`config.mk`:
```
export PLATFORM = sky130hd
export DESIGN_NAME = mipsExecute
export DESIGN_NICKNAME = d
export VERILOG_FILES = /design/src/isaPkg.sv /design/src/aluPkg.sv /design/src/mipsExecute.sv /design/src/regFile.sv /design/src/alu.sv /design/src/aluDecoder.sv /design/src/mainDecoder.sv
export SDC_FILE = /design/constraint.sdc
export NUM_CORES = 2
export LEC_CHECK = 0
export BUFFER_PORTS_ARGS = -buffer_cell sky130_fd_sc_hd__buf_2
export CAP_MARGIN = 20
export CELL_PAD_IN_SITES_DETAIL_PLACEMENT = 0
export CELL_PAD_IN_SITES_GLOBAL_PLACEMENT = 1
export CORE_UTILIZATION = 30
export CTS_BUF_LIST = sky130_fd_sc_hd__clkbuf_4
export DETAILED_ROUTE_END_ITERATION = 16
export PLACE_DENSITY_LB_ADDON = 0.1
export SYNTH_ARGS = -nofsm -noshare
export SYNTH_HDL_FRONTEND = slang
export SYNTH_SLANG_ARGS = --single-unit
```
`constraint.sdc`:
```
create_clock -name clk -period 16.2 [get_ports clk]
set_input_delay 1.62 -clock clk [delete_from_list [all_inputs] [get_ports clk]]
set_output_delay 1.62 -clock clk [all_outputs]
set_load 0.01 [all_outputs]
```
`src/isaPkg.sv`:
```
package isaPkg;

	////////////////////////////////////////
	// register file geometry
	////////////////////////////////////////

	// architectural register count
	localparam int numRegs = 32;

	// register index, sized from the count
	typedef logic [$clog2(numRegs)-1:0] regIdxT;

	////////////////////////////////////////
	// opcode and function encodings
	////////////////////////////////////////

	// opcodes executed by this slice
	// anything else decodes as illegal
	typedef enum logic [5:0] {
		opRType = 6'b000000,
		opBeq   = 6'b000100,
		opAddi  = 6'b001000
	} opcodeT;

	// r-type function codes, standard MIPS values
	typedef enum logic [5:0] {
		fnSll  = 6'b000000,
		fnSrl  = 6'b000010,
		fnSra  = 6'b000011,
		fnJr   = 6'b001000,
		fnMult = 6'b011000,
		fnAdd  = 6'b100000,
		fnSub  = 6'b100010,
		fnAnd  = 6'b100100,
		fnOr   = 6'b100101,
		fnXor  = 6'b100110,
		fnNor  = 6'b100111,
		fnSlt  = 6'b101010
	} functT;

	////////////////////////////////////////
	// instruction formats
	////////////////////////////////////////

	// register format, msb first
	typedef struct packed {
		opcodeT     opcode;
		regIdxT     rs;
		regIdxT     rt;
		regIdxT     rd;
		logic [4:0] shamt;
		functT      funct;
	} rFormatT;

	// immediate format
	// low 16 bits overlay rd, shamt and funct
	typedef struct packed {
		opcodeT      opcode;
		regIdxT      rs;
		regIdxT      rt;
		logic [15:0] imm;
	} iFormatT;

	// one word, read through either view
	typedef union packed {
		rFormatT r;
		iFormatT i;
	} instrU;

endpackage
```
`src/aluPkg.sv`:
```
package aluPkg;

	////////////////////////////////////////
	// decoder to ALU encodings
	////////////////////////////////////////

	// operation class from the main decoder
	// add for addi, sub for beq, rType defers to funct
	typedef enum logic [1:0] {
		aluOpAdd   = 2'b00,
		aluOpSub   = 2'b01,
		aluOpRType = 2'b10
	} aluOpT;

	// ALU control code
	// gaps at 9 and 10 are unused
	typedef enum logic [3:0] {
		aluAnd = 4'd0,
		aluOr  = 4'd1,
		aluXor = 4'd2,
		aluNor = 4'd3,
		aluSlt = 4'd4,
		aluSll = 4'd5,
		aluSrl = 4'd6,
		aluAdd = 4'd7,
		aluSub = 4'd8,
		aluSra = 4'd11,
		aluMul = 4'd12
	} aluCtrlT;

	////////////////////////////////////////
	// control and retire records
	////////////////////////////////////////

	// main decoder outputs
	typedef struct packed {
		logic  regWrite;
		logic  useImm;
		logic  regDstRd;
		logic  isBranch;
		aluOpT aluOp;
		logic  illegalOp;
	} ctrlT;

	// one record per executed instruction
	typedef struct packed {
		logic           valid;
		logic           writeEn;
		isaPkg::regIdxT dest;
		logic [31:0]    result;
		logic           branchTaken;
		logic           isJump;
		logic           illegal;
	} retireT;

endpackage

```
`src/mipsExecute.sv`:
```
`timescale 1ns/10ps

module mipsExecute (
	input  logic           clk,
	input  logic           rstN,
	input  logic           instrValid,
	input  isaPkg::instrU  instr,
	output aluPkg::retireT retire
);

	import isaPkg::*;
	import aluPkg::*;

	// decode results
	ctrlT        ctrl;
	aluCtrlT     aluCtrl;
	logic        unknownFunct;
	logic        isJr;
	logic        illegal;

	// operands and ALU
	logic [31:0] rdDataA;
	logic [31:0] rdDataB;
	logic [31:0] opA;
	logic [31:0] regB;
	logic [31:0] immExt;
	logic [31:0] opB;
	logic [31:0] aluResult;
	logic        aluZero;
	regIdxT      dest;
	retireT      retireNext;

	////////////////////////////////////////
	// decode
	////////////////////////////////////////

	mainDecoder mainDecoder_inst (
		.opcode (instr.r.opcode),
		.ctrl   (ctrl)
	);

	aluDecoder aluDecoder_inst (
		.aluOp        (ctrl.aluOp),
		.funct        (instr.r.funct),
		.aluCtrl      (aluCtrl),
		.unknownFunct (unknownFunct),
		.isJr         (isJr)
	);

	// bad opcode or bad funct, nothing may commit
	assign illegal = ctrl.illegalOp | unknownFunct;

	////////////////////////////////////////
	// operands
	////////////////////////////////////////

	// writeback comes from the retire register, one edge late
	regFile regFile_inst (
		.clk     (clk),
		.rstN    (rstN),
		.rdAddrA (instr.r.rs),
		.rdAddrB (instr.r.rt),
		.rdDataA (rdDataA),
		.rdDataB (rdDataB),
		.wrEn    (retire.writeEn),
		.wrAddr  (retire.dest),
		.wrData  (retire.result)
	);

	// bypass the pending write so back-to-back strobes see it
	// writeEn already excludes r0
	assign opA = (retire.writeEn && (retire.dest == instr.r.rs)) ? retire.result : rdDataA;
	assign regB = (retire.writeEn && (retire.dest == instr.r.rt)) ? retire.result : rdDataB;

	// imm read through the i-format view of the same word
	assign immExt = {{16{instr.i.imm[15]}}, instr.i.imm};
	assign opB = ctrl.useImm ? immExt : regB;

	alu alu_inst (
		.aluCtrl (aluCtrl),
		.a       (opA),
		.b       (opB),
		.shamt   (instr.r.shamt),
		.result  (aluResult),
		.zero    (aluZero)
	);

	////////////////////////////////////////
	// retire record
	////////////////////////////////////////

	// rd for r-type, rt for addi
	assign dest = ctrl.regDstRd ? instr.r.rd : instr.r.rt;

	always_comb begin
		retireNext.valid = 1'b1;
		// jr and illegal never write, r0 writes are dropped
		retireNext.writeEn = ctrl.regWrite & ~illegal & ~isJr & (dest != '0);
		retireNext.dest = dest;
		// jr reports the jump target held in rs
		retireNext.result = isJr ? opA : aluResult;
		retireNext.branchTaken = ctrl.isBranch & aluZero;
		retireNext.isJump = isJr & ~illegal;
		retireNext.illegal = illegal;
	end

	// one-cycle record, zero between strobes
	always_ff @(posedge clk or negedge rstN) begin
		if (!rstN) begin
			retire <= '0;
		end else begin
			retire <= instrValid ? retireNext : '0;
		end
	end

endmodule

```
`src/regFile.sv`:
```
`timescale 1ns/10ps

module regFile (
	input  logic           clk,
	input  logic           rstN,
	input  isaPkg::regIdxT rdAddrA,
	input  isaPkg::regIdxT rdAddrB,
	output logic [31:0]    rdDataA,
	output logic [31:0]    rdDataB,
	input  logic           wrEn,
	input  isaPkg::regIdxT wrAddr,
	input  logic [31:0]    wrData
);

	import isaPkg::*;

	// register storage
	logic [31:0] regs [numRegs];

	////////////////////////////////////////
	// write port
	////////////////////////////////////////

	always_ff @(posedge clk or negedge rstN) begin
		if (!rstN) begin
			// whole file comes up zero
			for (int i = 0; i < numRegs; i++) begin
				regs[i] <= '0;
			end
		end else if (wrEn && (wrAddr != '0)) begin
			// r0 never takes a write
			regs[wrAddr] <= wrData;
		end
	end

	////////////////////////////////////////
	// read ports
	////////////////////////////////////////

	// asynchronous, r0 hardwired to zero
	assign rdDataA = (rdAddrA == '0) ? '0 : regs[rdAddrA];
	assign rdDataB = (rdAddrB == '0) ? '0 : regs[rdAddrB];

endmodule

```
`src/alu.sv`:
```
`timescale 1ns/10ps

module alu (
	input  aluPkg::aluCtrlT aluCtrl,
	input  logic [31:0]     a,
	input  logic [31:0]     b,
	input  logic [4:0]      shamt,
	output logic [31:0]     result,
	output logic            zero
);

	import aluPkg::*;

	////////////////////////////////////////
	// operation select
	////////////////////////////////////////

	always_comb begin
		case (aluCtrl)
			// bitwise logic
			aluAnd: result = a & b;
			aluOr:  result = a | b;
			aluXor: result = a ^ b;
			aluNor: result = ~(a | b);

			// signed less-than gives 1 or 0
			aluSlt: result = ($signed(a) < $signed(b)) ? 32'd1 : 32'd0;

			// shifts move b as MIPS does
			aluSll: result = b << shamt;
			aluSrl: result = b >> shamt;
			aluSra: result = $unsigned($signed(b) >>> shamt);

			// arithmetic
			aluAdd: result = a + b;
			aluSub: result = a - b;
			// product truncated to the low word
			aluMul: result = a * b;

			default: result = '0;
		endcase
	end

	// beq looks at this after the sub
	assign zero = (result == '0);

endmodule

```
`src/aluDecoder.sv`:
```
`timescale 1ns/10ps

module aluDecoder (
	input  aluPkg::aluOpT   aluOp,
	input  isaPkg::functT   funct,
	output aluPkg::aluCtrlT aluCtrl,
	output logic            unknownFunct,
	output logic            isJr
);

	import isaPkg::*;
	import aluPkg::*;

	always_comb begin
		// defaults keep every path assigned
		aluCtrl      = aluAdd;
		unknownFunct = 1'b0;
		isJr         = 1'b0;

		// forced add, addi path
		if (aluOp == aluOpAdd) begin
			aluCtrl = aluAdd;
		end

		// forced sub, beq compare
		else if (aluOp == aluOpSub) begin
			aluCtrl = aluSub;
		end

		// r-type, funct picks the op
		else if (aluOp == aluOpRType) begin
			case (funct)
				fnMult: aluCtrl = aluMul;
				fnAdd:  aluCtrl = aluAdd;
				fnSub:  aluCtrl = aluSub;
				fnAnd:  aluCtrl = aluAnd;
				fnOr:   aluCtrl = aluOr;
				fnXor:  aluCtrl = aluXor;
				fnNor:  aluCtrl = aluNor;
				fnSlt:  aluCtrl = aluSlt;
				fnSll:  aluCtrl = aluSll;
				fnSrl:  aluCtrl = aluSrl;
				fnSra:  aluCtrl = aluSra;
				// jr runs as add, top forwards rs
				fnJr: begin
					aluCtrl = aluAdd;
					isJr    = 1'b1;
				end
				// unlisted funct, harmless add plus flag
				default: begin
					aluCtrl      = aluAdd;
					unknownFunct = 1'b1;
				end
			endcase
		end
	end

endmodule

```
`src/mainDecoder.sv`:
```
`timescale 1ns/10ps

module mainDecoder (
	input  isaPkg::opcodeT opcode,
	output aluPkg::ctrlT   ctrl
);

	import isaPkg::*;
	import aluPkg::*;

	////////////////////////////////////////
	// opcode decode
	////////////////////////////////////////

	always_comb begin
		// everything off unless the opcode says otherwise
		ctrl = '0;

		case (opcode)
			// register format
			// writes rd, ALU op comes from funct
			opRType: begin
				ctrl.regWrite = 1'b1;
				ctrl.regDstRd = 1'b1;
				ctrl.aluOp    = aluOpRType;
			end

			// addi
			// rs plus sign-extended imm into rt
			opAddi: begin
				ctrl.regWrite = 1'b1;
				ctrl.useImm   = 1'b1;
				ctrl.aluOp    = aluOpAdd;
			end

			// beq
			// subtract to compare, no writeback
			opBeq: begin
				ctrl.isBranch = 1'b1;
				ctrl.aluOp    = aluOpSub;
			end

			// unsupported opcode
			// flag it, leave all enables low
			default: begin
				ctrl.illegalOp = 1'b1;
			end
		endcase
	end

endmodule

```
==> summary.md <==
| Metric | Value |
|---|---|
| DRT Pass-1 Iters | 7 |
| GP Congestion | 0.999 |
| Die Wd | 529 µm |
| Max Freq | 79.1 MHz |
| Critical path capture point type | register |
| Root buf cell | clkbuf_4 |
| Routed Antenna Nets | 0 |
| Worst Reg-to-Reg Cells | 36 |
| Unrepaired setup endpoints after global routing | false |
| Initial DRC count | 5757 |
| Post-synth top area cell | dfrtp_1 |
| Crit-path max cell delay | between 0.8 and 0.9 ns |
| # DRC | 0 |
| Final setup fails | 0 |
| Unique masters post-synth | 107 |
| Die area | 279000 µm² |
| Area growth, synth to finish | 10.9% |
| Worst Path Class, Setup | input port to register |
| WL/cell | 37.0 µm |
| Most numerous cell in the Yosys netlist | dfrtp_1 |
| Hold depth | 0 |
| Leakage | approximately 42 nW |
| Global-route usage over all layers | 30.3% |
| Total Wirelength | 427000 µm |
| CTS hold repair buffers | 0 |
| IR drop worst, VDD | about 0.070 mV |
| Final worst-path cycle share | 78.0% |
| Total grt overflow | 0 |
| Share of cells above drive strength 1 | between 20% and 30% |
| Slowest CP cell | nor2_1 |
| Setup TNS Final | 0 ns |
| Slew Limit Fails | 0 |
| Largest net degree at the start of global routing | 147 |
| Post-synthesis cell area | 83200 µm² |
| Storage element area | 26700 µm² |
| Final setup margin | 3.56 ns |
| Rows | 192 |
| Clock sink total | between 1000 and 1500 |
| Least-Margin Pin Slew | 1.26 ns |
| Min cycle time layout | 12.64 ns |
| Seq/Total Area, Yosys | 32.1% |
| Comb power frac | 33.6% |
| Hold Path Class | register to register |
| Clk pwr share | 32.4% |
| Switching share of power | 39.3% |
| Clock buffer count from CTS | 304 |
| First-pass GRT wire length | 592000 µm |
| Filler cells | ~28000 |
| Synthesized flop and latch total | 1066 |
| Startpoint types | input port |
| Top cell type's share of synthesized area | about 32% |
| Worst Clk Skew | roughly 0.11 ns |
| Vias in the first global route | 70100 |
| Yosys warns | 0 |
| Maxcap violations | 0 |
| Final Hold Viols | 0 |
| Number of flops mapped to enable cells by yosys | 0 |
| Setup WS pre-CTS | 2.45 ns |
| Switching pwr | about 3.1 mW |
| Max H-tree Level | 5 |
| Run status | finished, final reports clean |
| Post-CTS Resized | 0 |
| Number of port buffers | 76 |
| Fin nets | 8300 |
| Commonest register cell after synthesis | dfrtp_1 |
| Effective utilization at floorplan | 30.3% |
| Die H | 529 µm |
| Setup bufs post-CTS | 0 |
| Detail Placement HPWL | 292000 µm |
| Clock buffer depth | 4 |
| PD cells | 86.3 nW/µm² |
| Via/cell ratio | 5.89 |
| Cells after synthesis | 7598 |
| Initial antenna violation count | 30 |
| Routed vias | 67900 |
| Synth top area cells | dfrtp_1 32%, mux2_2 13%, mux4_2 10% |
| Worst skew pair latency | 1.21 ns |
| Io pins | 77 |
| CTS clk-pin slew, worst paths | 0.07 ns |
| Slew Limit Headroom | approximately 16% |
| Syn avg cell area | ~11 µm² |
| Area of the multi-input gates | 52000 µm² |
| Reg-to-reg setup timing slack | 4.21 ns |
| P_int | 4.83 mW |
| CORE AREA | 275000 µm² |
| Synth top cells by count | 1066 x dfrtp_1, 960 x mux2_2, 587 x nor2_1, 565 x inv_1, 524 x nand2_1 |
| Most used cell, CP | fa_1 |
| Seq pwr share | 34.1% |
| CP arrival | 13.79 ns |
| Mapped Nets | 8261 |
| CTS tree | built |
| Post-synth ARST share | 100% |
| Critical Path RT | 17.35 ns |
| Critical path fanouts, max | between 60 and 70 |
through the flow:
step	utilization, %	hold slack, ns	power [mW]	cell area (µm²)	std cells
after floorplan	-	0.438	4.23	83200	7598
after global placement	32.2	0.375	5.40	88400	11000
after detailed placement	32.2	0.383	5.39	88400	11000
after CTS	33.5	0.398	8.02	92100	11500
after global routing	33.6	0.411	8.33	92200	11500
final	33.6	0.396	7.96	92200	11500
cell families after synthesis:
family | count (synthesis) | synth area share (%)
multiplexers | 1709 | 27.8
flip-flops | 1066 | 32.1
adder cells (fa/ha/maj) | 628 | 13.1
AO/OA/AOI/OAI | 1302 | 11.2
XOR/XNOR | 112 | 1.21
buffers and inverters | 1238 | 6.33
AND/OR/NAND/NOR | 1543 | 8.22
final cells by class:
cell class,count,share of cell area [%]
clock inverters,74,0.464
well taps,3686,5.00
inverters,587,2.39
diodes,16,0.0434
multi-input cells,5294,56.4
repair buffers,384,3.26
flip-flops and latches,1066,28.9
clock buffers,434,3.53
routing by layer:
layer	GRT usage [%]	vias to the layer above	wire, µm
met5	0	-	113
met4	15.0	18	23700
met3	4.58	877	24400
met2	49.7	2772	201000
met1	38.8	36500	178000
li1	-	27800	-
state kept, by name, summed over array words and instances, names as in the netlist:
signal             count
retire                42
regFile_inst.regs   1024
critical path, delay by kind of cell:
family	cells	cell delay (ns)
AOI/OAI and AO/OA	7	1.51
muxes	1	0.38
adders and majority gates	9	4.07
xor gates and xnor gates	1	0.55
and+or+nand+nor	9	2.75
buffers and inverters	7	2.52
path summary, 6_finish.rpt:
kind | from | end
setup / recovery | instr[16] | retire[2]
hold / removal | regFile_inst.regs[997] | regFile_inst.regs[997]
setup reg to reg | retire[38] | retire[2]
hold reg to reg | regFile_inst.regs[997] | regFile_inst.regs[997]
max in group asynchronous | rstN | regFile_inst.regs[601]
min in group asynchronous | rstN | regFile_inst.regs[387]
cell usage in the layout (no fill, tap or decap), types with 41 or more instances in the layout:
cell type and n:
xnor2_1 84, a22oi_1 88, o211ai_1 47, a21oi_1 208
dfrtp_1 1066, nand2_1 508, nand4_1 41, buf_4 287
a211oi_1 75, ha_1 218, mux2_2 960, nor2_1 561
clkinv_1 68, o22ai_1 60, nand3_1 84, buf_2 71
inv_1 562, o21ai_0 212, mux2i_1 368, fa_1 410
mux4_2 369, clkbuf_4 434, a221oi_1 116, nor3_1 57
power by group through the flow:
stage	combinational [mW]	sequential [mW]	clock (mW)
detailed placement	2.63	2.76	0
global route	2.83	2.71	2.80
CTS	2.65	2.71	2.67
finish	2.67	2.71	2.58
floorplan	1.47	2.76	0
global placement	2.64	2.76	0
Power figures use the tool's default switching activity.
